===== config.mk =====
export PLATFORM = sky130hd
export DESIGN_NAME = spi_io_expander
export DESIGN_NICKNAME = d
export VERILOG_FILES = /design/src/spi_link_pkg.sv /design/src/io_reg_pkg.sv /design/src/cdc_synchron.sv /design/src/io_reg_file.sv /design/src/spi_io_expander.sv /design/src/spi_slave.sv
export VERILOG_INCLUDE_DIRS = /design/src
export SDC_FILE = /design/constraint.sdc
export NUM_CORES = 1
export LEC_CHECK = 0
export BUFFER_PORTS_ARGS = -buffer_cell sky130_fd_sc_hd__buf_4
export CAP_MARGIN = 20
export CORE_AREA = 2 2 165 103
export DETAILED_ROUTE_END_ITERATION = 8
export DIE_AREA = 0 0 167 105
export PLACE_DENSITY = 0.54
export SLEW_MARGIN = 20
export SYNTH_ARGS = -nofsm -noshare
export SYNTH_HDL_FRONTEND = slang
export SYNTH_SLANG_ARGS = --single-unit

===== constraint.sdc =====
create_clock -name sysClk -period 5.7 [get_ports sysClk]
set_clock_uncertainty 0.2 [all_clocks]
set_input_delay 0.285 -clock sysClk [delete_from_list [all_inputs] [get_ports sysClk]]
set_output_delay 0.285 -clock sysClk [all_outputs]
set_load 0.005 [all_outputs]

===== src/spi_io_defines.svh =====
`ifndef SPI_IO_DEFINES_SVH
`define SPI_IO_DEFINES_SVH

// ------------------------------
// Command opcodes
// ------------------------------
`define SPI_IO_OP_WRITE 8'h40
`define SPI_IO_OP_READ 8'h41

// ------------------------------
// Register map
// ------------------------------
`define SPI_IO_REG_COUNT 11
`define SPI_IO_ADDR_DIR 0
`define SPI_IO_ADDR_OLAT 10

// Reset values, direction defaults to all inputs
`define SPI_IO_DIR_RESET 8'hFF
`define SPI_IO_REG_RESET 8'h00

// Shortest sclk level the synchronizer path can follow
`define SPI_IO_MIN_HALF_CYCLES 6

`endif


===== src/spi_link_pkg.sv =====
`default_nettype none

package spi_link_pkg;

    // One byte as it travels on MOSI or MISO
    typedef logic [7:0] byte_t;

    // Position of the current bit within a byte
    typedef logic [2:0] bit_cnt_t;

    // Slave framing state
    // SL_IDLE while chip select is high
    typedef enum logic {
        SL_IDLE,
        SL_SHIFTING
    } slave_state_t;

    // Received byte with a one-cycle strobe
    typedef struct packed {
        logic  valid;
        byte_t data;
    } spi_rx_t;

endpackage

`default_nettype wire


===== src/io_reg_pkg.sv =====
`default_nettype none

package io_reg_pkg;

    // Full byte so out-of-range addresses stay visible
    typedef logic [7:0] reg_addr_t;

    // Position of the decoder within a frame
    typedef enum logic [2:0] {
        PH_OPCODE,
        PH_ADDR,
        PH_DATA,
        PH_DONE,
        PH_IGNORE
    } cmd_phase_t;

    // Byte handed to the slave for shifting out
    typedef struct packed {
        logic                load;
        spi_link_pkg::byte_t data;
    } tx_load_t;

endpackage

`default_nettype wire


===== src/cdc_synchron.sv =====
`timescale 1ns/1ps
`default_nettype none

module cdc_synchron (
    input  logic sysClk,
    input  logic rst_i,
    input  logic async_i,
    output logic sync_o,
    output logic rise_o,
    output logic fall_o
);

    // First stage, may go metastable
    logic meta_q;
    // Second stage, safe in the sysClk domain
    logic sync_q;
    // Previous synchronized level
    logic hist_q;

    // Chain keeps sampling during reset
    // so it settles on the pin level before release
    always_ff @(posedge sysClk) begin
        meta_q <= async_i;
        sync_q <= meta_q;
        hist_q <= sync_q;
    end

    // Edge pulses one cycle after sync_q changes
    always_ff @(posedge sysClk) begin
        if (rst_i) begin
            rise_o <= 1'b0;
            fall_o <= 1'b0;
        end else begin
            rise_o <= sync_q & ~hist_q;
            fall_o <= ~sync_q & hist_q;
        end
    end

    assign sync_o = sync_q;

endmodule

`default_nettype wire


===== src/io_reg_file.sv =====
`timescale 1ns/1ps
`default_nettype none
`include "spi_io_defines.svh"

module io_reg_file (
    input  logic                  sysClk,
    input  logic                  rst_i,
    input  logic                  frame_start_i,
    input  spi_link_pkg::spi_rx_t rx_i,
    output io_reg_pkg::tx_load_t  tx_o,
    output spi_link_pkg::byte_t   gpio_o
);

    import spi_link_pkg::*;
    import io_reg_pkg::*;

    // Register storage
    byte_t regs_q [`SPI_IO_REG_COUNT];

    // Frame decoder state
    cmd_phase_t phase_q;
    logic       is_read_q;
    reg_addr_t  addr_q;

    // Read data towards the slave
    logic  tx_load_q;
    byte_t tx_data_q;

    // Address checks and read mux
    reg_addr_t rx_addr;
    logic      rx_addr_ok;
    logic      addr_ok;
    byte_t     rd_data;

    assign rx_addr    = rx_i.data;
    assign rx_addr_ok = rx_addr < 8'(`SPI_IO_REG_COUNT);
    assign addr_ok    = addr_q < 8'(`SPI_IO_REG_COUNT);

    // Out of range reads return 0
    always_comb begin
        rd_data = '0;
        if (rx_addr_ok) begin
            rd_data = regs_q[rx_addr[3:0]];
        end
    end

    // ------------------------------
    // Frame decoder
    // ------------------------------
    always_ff @(posedge sysClk) begin
        if (rst_i) begin
            // No frame yet, nothing to decode
            phase_q   <= PH_IGNORE;
            is_read_q <= 1'b0;
            tx_load_q <= 1'b0;
        end else begin
            tx_load_q <= 1'b0;
            if (frame_start_i) begin
                phase_q <= PH_OPCODE;
            end else if (rx_i.valid) begin
                case (phase_q)
                    PH_OPCODE: begin
                        if (rx_i.data == `SPI_IO_OP_WRITE) begin
                            is_read_q <= 1'b0;
                            phase_q   <= PH_ADDR;
                        end else if (rx_i.data == `SPI_IO_OP_READ) begin
                            is_read_q <= 1'b1;
                            phase_q   <= PH_ADDR;
                        end else begin
                            // Unknown opcode, rest of frame is dropped
                            phase_q <= PH_IGNORE;
                        end
                    end
                    PH_ADDR: begin
                        // Read data goes out during the next byte
                        tx_load_q <= is_read_q;
                        phase_q   <= PH_DATA;
                    end
                    PH_DATA: begin
                        phase_q <= PH_DONE;
                    end
                    default: begin
                        // PH_DONE and PH_IGNORE hold until the next frame
                    end
                endcase
            end
        end
    end

    // Address and read data captured on the address byte
    always_ff @(posedge sysClk) begin
        if (rx_i.valid && (phase_q == PH_ADDR)) begin
            addr_q    <= rx_addr;
            tx_data_q <= rd_data;
        end
    end

    assign tx_o.load = tx_load_q;
    assign tx_o.data = tx_data_q;

    // ------------------------------
    // Registers and GPIO
    // ------------------------------
    always_ff @(posedge sysClk) begin
        if (rst_i) begin
            for (int i = 0; i < `SPI_IO_REG_COUNT; i++) begin
                regs_q[i] <= `SPI_IO_REG_RESET;
            end
            regs_q[`SPI_IO_ADDR_DIR] <= `SPI_IO_DIR_RESET;
        end else if (rx_i.valid && (phase_q == PH_DATA) && !is_read_q && addr_ok) begin
            regs_q[addr_q[3:0]] <= rx_i.data;
        end
    end

    // Direction bit 1 means input, pin shows 0
    assign gpio_o = regs_q[`SPI_IO_ADDR_OLAT] & ~regs_q[`SPI_IO_ADDR_DIR];

endmodule

`default_nettype wire


===== src/spi_io_expander.sv =====
`timescale 1ns/1ps
`default_nettype none

module spi_io_expander (
    input  logic                sysClk,
    input  logic                rst_i,
    input  logic                sclk_i,
    input  logic                mosi_i,
    input  logic                cs_n_i,
    output logic                miso_o,
    output spi_link_pkg::byte_t gpio_o
);

    import spi_link_pkg::*;
    import io_reg_pkg::*;

    // Synchronized pins and their edges
    logic sclk_rise;
    logic sclk_fall;
    logic mosi_sync;
    logic cs_n_sync;
    logic cs_n_rise;
    logic cs_n_fall;

    // Slave to decoder and back
    logic     frame_start;
    spi_rx_t  rx;
    tx_load_t tx;

    // ------------------------------
    // Pin synchronizers
    // ------------------------------
    // Only edges are needed from sclk
    cdc_synchron u_sclk_sync (
        .sysClk (sysClk),
        .rst_i  (rst_i),
        .async_i(sclk_i),
        .sync_o (),
        .rise_o (sclk_rise),
        .fall_o (sclk_fall)
    );

    // Only the level is needed from mosi
    cdc_synchron u_mosi_sync (
        .sysClk (sysClk),
        .rst_i  (rst_i),
        .async_i(mosi_i),
        .sync_o (mosi_sync),
        .rise_o (),
        .fall_o ()
    );

    // cs_n idles high, chain seeds from the pin in reset
    cdc_synchron u_cs_n_sync (
        .sysClk (sysClk),
        .rst_i  (rst_i),
        .async_i(cs_n_i),
        .sync_o (cs_n_sync),
        .rise_o (cs_n_rise),
        .fall_o (cs_n_fall)
    );

    // ------------------------------
    // Shift engine and registers
    // ------------------------------
    spi_slave u_slave (
        .sysClk       (sysClk),
        .rst_i        (rst_i),
        .sclk_rise_i  (sclk_rise),
        .sclk_fall_i  (sclk_fall),
        .mosi_i       (mosi_sync),
        .cs_n_i       (cs_n_sync),
        .cs_n_rise_i  (cs_n_rise),
        .cs_n_fall_i  (cs_n_fall),
        .tx_i         (tx),
        .rx_o         (rx),
        .frame_start_o(frame_start),
        .miso_o       (miso_o)
    );

    io_reg_file u_reg_file (
        .sysClk       (sysClk),
        .rst_i        (rst_i),
        .frame_start_i(frame_start),
        .rx_i         (rx),
        .tx_o         (tx),
        .gpio_o       (gpio_o)
    );

endmodule

`default_nettype wire


===== src/spi_slave.sv =====
`timescale 1ns/1ps
`default_nettype none

module spi_slave (
    input  logic                  sysClk,
    input  logic                  rst_i,
    input  logic                  sclk_rise_i,
    input  logic                  sclk_fall_i,
    input  logic                  mosi_i,
    input  logic                  cs_n_i,
    input  logic                  cs_n_rise_i,
    input  logic                  cs_n_fall_i,
    input  io_reg_pkg::tx_load_t  tx_i,
    output spi_link_pkg::spi_rx_t rx_o,
    output logic                  frame_start_o,
    output logic                  miso_o
);

    import spi_link_pkg::*;

    // Framing state and bit position
    slave_state_t state_q;
    bit_cnt_t     bit_cnt_q;

    // Receive path
    byte_t rx_sr_q;
    byte_t rx_data_q;
    logic  rx_valid_q;

    // Transmit path
    byte_t tx_sr_q;
    logic  miso_q;

    // Qualified clock edges, only inside a frame
    logic shift_in;
    logic shift_out;
    logic byte_done;

    assign shift_in  = (state_q == SL_SHIFTING) && sclk_rise_i;
    assign shift_out = (state_q == SL_SHIFTING) && sclk_fall_i;
    // Eighth rise of the current byte
    assign byte_done = shift_in && (bit_cnt_q == 3'd7);

    // ------------------------------
    // Framing
    // ------------------------------
    always_ff @(posedge sysClk) begin
        if (rst_i) begin
            state_q   <= SL_IDLE;
            bit_cnt_q <= '0;
        end else if (cs_n_rise_i) begin
            // End of frame, drop any partial byte
            state_q   <= SL_IDLE;
            bit_cnt_q <= '0;
        end else if (cs_n_fall_i) begin
            state_q   <= SL_SHIFTING;
            bit_cnt_q <= '0;
        end else if (shift_in) begin
            // Wraps to 0 after the last bit
            bit_cnt_q <= bit_cnt_q + 3'd1;
        end
    end

    // Frame start strobe for the decoder
    always_ff @(posedge sysClk) begin
        if (rst_i) begin
            frame_start_o <= 1'b0;
        end else begin
            frame_start_o <= cs_n_fall_i;
        end
    end

    // ------------------------------
    // Receive, MSB first
    // ------------------------------
    always_ff @(posedge sysClk) begin
        if (shift_in) begin
            rx_sr_q <= {rx_sr_q[6:0], mosi_i};
        end
        // Capture including the bit arriving now
        if (byte_done) begin
            rx_data_q <= {rx_sr_q[6:0], mosi_i};
        end
    end

    always_ff @(posedge sysClk) begin
        if (rst_i) begin
            rx_valid_q <= 1'b0;
        end else begin
            rx_valid_q <= byte_done;
        end
    end

    assign rx_o.valid = rx_valid_q;
    assign rx_o.data  = rx_data_q;

    // ------------------------------
    // Transmit, mode 0
    // ------------------------------
    // Load puts bit 7 out at once and keeps the whole byte
    // The boundary fall re-presents bit 7, later falls walk down
    // Zeros fill in behind, so unread bytes shift out 0
    always_ff @(posedge sysClk) begin
        if (rst_i) begin
            tx_sr_q <= '0;
            miso_q  <= 1'b0;
        end else if (cs_n_rise_i || cs_n_fall_i) begin
            tx_sr_q <= '0;
            miso_q  <= 1'b0;
        end else if (tx_i.load) begin
            tx_sr_q <= tx_i.data;
            miso_q  <= tx_i.data[7];
        end else if (shift_out) begin
            miso_q  <= tx_sr_q[7];
            tx_sr_q <= {tx_sr_q[6:0], 1'b0};
        end
    end

    // Pin held low as soon as chip select is seen high
    assign miso_o = miso_q & ~cs_n_i;

endmodule

`default_nettype wire


==> results.md <==
- Die area: between 15,000 and 20,000 sq um
- Number of max-cap violations: 0
- Final min period: ~3200 ps
- Initial core utilization: a little under 40%
- Post-synthesis area per instance: roughly 13 sq um
- Syn Inst Count: between 400 and 500
- Slowest stage cell on the critical path: and3_1
- Hold Startpoint: rst_i
- DRT Pass-1 Iters: 6
- Commonest non-fill, non-tap cell in the layout: edfxtp_1
- DRC violations left: 0
- Hpwl dp: 9.56 mm
- Most frequent cells in the layout: edfxtp_1, nor2_1, dfxtp_1
- CTS sink count: roughly 150
- First-pass GRT wire length: 22.5 mm
- Worst EP required: about 5600 ps
- Total negative slack: 0 ps
- Yosys Warn Count: 0
- Critical Path End Type: register
- Fill cell count: approximately 1,400
- Post-route ant nets: 0
- Final slew viol count: 0
- CP Max Fanout: 16
- GRT Util Overall: between 10% and 20%
- EDFF count, synth: 103
- Die width: 167 um
- Port-buffer cells: 13
- Clock transition at path regs: roughly 60 ps
- Synth unique cells: between 50 and 60
- Core area: between 15,000 and 20,000 sq um
- Hold Crit Class: in2reg
- Total power: about 2.5 mW
- Worst R2R Path Depth: 4
- CP top delay family: simple AND/OR/NAND/NOR gates
- Critical path's largest stage delay: approximately 750 ps
- Final hold viol count: 0
- CTS Buffer Depth: 2
- Placement Rows: 36
- Vias in the first global route: about 3,800
- Rel. slew slack: 34.7%
- Arrival time at the worst endpoint: 3070 ps
- Status: complete, no violations
- Largest net degree at the start of global routing: 46
- Hold Path Stages: 2
- RSZ-0062 raised after global routing: no
- Synth-to-layout area growth: 14.4%
- CTS Root Cell: clkbuf_16
- ANT cells: 0
- CP startpoint kind: register
- Setup violations, final: 0
- Per-cell routed wire length: slightly above 20 um
- CTS buffer count: 17
- Clock latency on the worst-skew pair: between 400 and 500 ps
- Share of layout cells above drive strength 1: 18.5%
- CTS tree: built
- Buf/Inv on CP: 0
- Hold EP: u_reg_file.is_read_q$_SDFFE_PP0P_
- Synth Cell Area: between 6000 and 7000 sq um
- Antenna violations before repair: 0
- Post-synthesis sequential area ratio: 64.5%
- Worst IR drop on VDD: 0.156 mV
- DR vias: ~3,800
- DRT Wirelength: roughly 14 mm
- Critical path type: reg2reg
- Avg Vias per Cell: between 5 and 6
- Final worst slack: approximately 2500 ps
- Global route overflow: 0
- Hold slack: just over 100 ps
- Cell Chain, Critical Path: nor4b_4 -> and3_1 -> nand4b_1 -> nand2b_1
- Syn_nets: approximately 470
- # IOs: 14
- Gp weighted congestion: ~0.80
- Final Cycle Share: between 50% and 60%
- P per Cell Area: roughly 350 nW/um^2
- Reg2Reg Setup Slack: ~2500 ps
- Die height: 105 um
- Slew at the pin with the worst max-slew slack: roughly 980 ps
- Fin nets: 486
- Leakage power: 2.46 nW
- Top_reg_cell synth: edfxtp_1
- Number of synthesized register bits: roughly 150
- H-tree Lvls: 4
- Asr flop ratio synth: 0%
- 1st-iter DRT viols: around 370
- Fmax: ~310 MHz
- Setup WS pre-CTS: ~2500 ps
- Crit Reg-Reg Endpoint: u_reg_file.regs_q[3][1]$_SDFFCE_PN0P_
- Reg2Reg Launch Point: u_reg_file.addr_q[6]$_DFFE_PP_
[synth_stat cells (2+ instances only)]
cell | n | area, sq um
a211oi_1 | 2 | 15.0
a21oi_1 | 13 | 65.1
a22oi_1 | 5 | 37.5
a22oi_2 | 2 | 25.0
and2_1 | 2 | 12.5
and3_1 | 5 | 31.3
buf_1 | 3 | 11.3
buf_2 | 4 | 20.0
buf_4 | 3 | 22.5
buf_6 | 5 | 56.3
clkbuf_1 | 10 | 37.5
dfxtp_1 | 48 | 961
edfxtp_1 | 103 | 3090
ha_1 | 2 | 25.0
inv_1 | 26 | 97.6
mux2_2 | 6 | 67.6
mux2i_1 | 15 | 150
mux4_2 | 16 | 360
nand2_1 | 10 | 37.5
nand2b_1 | 11 | 68.8
nand3_2 | 4 | 40.0
nand3b_1 | 2 | 15.0
nand4_1 | 3 | 18.8
nand4b_1 | 7 | 61.3
nand4b_2 | 2 | 30.0
nand4b_4 | 2 | 47.6
nor2_1 | 77 | 289
nor2_2 | 8 | 50.1
nor2b_1 | 7 | 43.8
nor3_1 | 4 | 20.0
nor3b_1 | 6 | 45.0
nor4b_1 | 3 | 26.3
o211ai_1 | 8 | 60.1
o21ai_0 | 17 | 85.1
o21bai_1 | 2 | 15.0
o221ai_1 | 8 | 70.1
[kinds of logic (layout without fill, tap and decap cells)]
group | count (synthesis) | in the layout | share of synthesized area [%]
adder cells (fa/ha/maj) | 2 | 2 | 0.398
buffers and inverters | 52 | 77 | 4.22
AND/OR/NAND/NOR | 163 | 163 | 14.9
AO/OA/AOI/OAI | 61 | 61 | 6.55
XOR/XNOR | 1 | 1 | 0.139
flip-flops | 151 | 151 | 64.5
multiplexers | 37 | 37 | 9.20
[worst max-delay path by stage]
stage          slack [ps]                            from                                    end  cells after the start
4_1_cts              2520  u_reg_file.addr_q[6]$_DFFE_PP_  u_reg_file.regs_q[1][0]$_SDFFCE_PN0P_                      4
5_1_grt              2370  u_reg_file.addr_q[6]$_DFFE_PP_  u_reg_file.regs_q[3][1]$_SDFFCE_PN0P_                      4
3_3_place_gp         2650  u_reg_file.addr_q[6]$_DFFE_PP_  u_reg_file.regs_q[1][4]$_SDFFCE_PN0P_                      4
2_1_floorplan        3400  u_reg_file.addr_q[6]$_DFFE_PP_  u_reg_file.regs_q[5][0]$_SDFFCE_PN0P_                      5
3_5_place_dp         2550  u_reg_file.addr_q[6]$_DFFE_PP_  u_reg_file.regs_q[1][6]$_SDFFCE_PN0P_                      4
6_report             2500  u_reg_file.addr_q[6]$_DFFE_PP_  u_reg_file.regs_q[3][1]$_SDFFCE_PN0P_                      4
[registers in the layout (all words and copies together), names as in the netlist, 3 cells and up]
signal	cells
u_reg_file.addr_q	8
u_reg_file.phase_q	3
u_slave.bit_cnt_q	3
u_reg_file.tx_data_q	8
u_slave.rx_data_q	8
u_slave.rx_sr_q	7
u_slave.tx_sr_q	8
u_reg_file.regs_q	88
[timing repair]
action	4_1_cts	5_1_grt
hold buffers	3	0
resized for setup	0	0
setup buffers	0	0
hold endpoints to repair	3	0
[layer usage]
metal,part of all wire (%),GRT usage [%],vias to the layer above,routed length (um)
met5,0,0,-,0
met4,1.3,6.96,0,181
met3,6.4,3.75,14,910
met2,43,24.3,118,6160
met1,49,26.4,1946,7060
li1,-,-,1733,-
[metrics by stage]
step           cells  util [%]  cell area, sq um
3_3_place_gp     665      40.8              6490
3_5_place_dp     665      40.8              6490
2_1_floorplan    467         -              6280
5_1_grt          701      45.2              7190
4_1_cts          700      45.1              7170
6_report         701      45.2              7190
[power breakdown]
part           internal [mW]  leakage (nW)  total, mW  switching [mW]
Combinational         0.0174         0.775     0.0435          0.0261
Sequential              1.19          1.36       1.20          0.0105
Clock                  0.800         0.318       1.24           0.440
Total                   2.01          2.46       2.49           0.476
[final cells by class]
class                           instances  area, sq um  area share (%)
Clock buffer                           20          457            6.35
Clock inverter                         12          198            2.75
Inverter                               26         97.6            1.36
Multi-Input combinational cell        264         1960            27.3
Sequential cell                       151         4050            56.4
Tap cell                              209          262            3.64
Timing Repair Buffer                   19          158            2.19
Note: power is estimated with default switching activity, not from simulation.
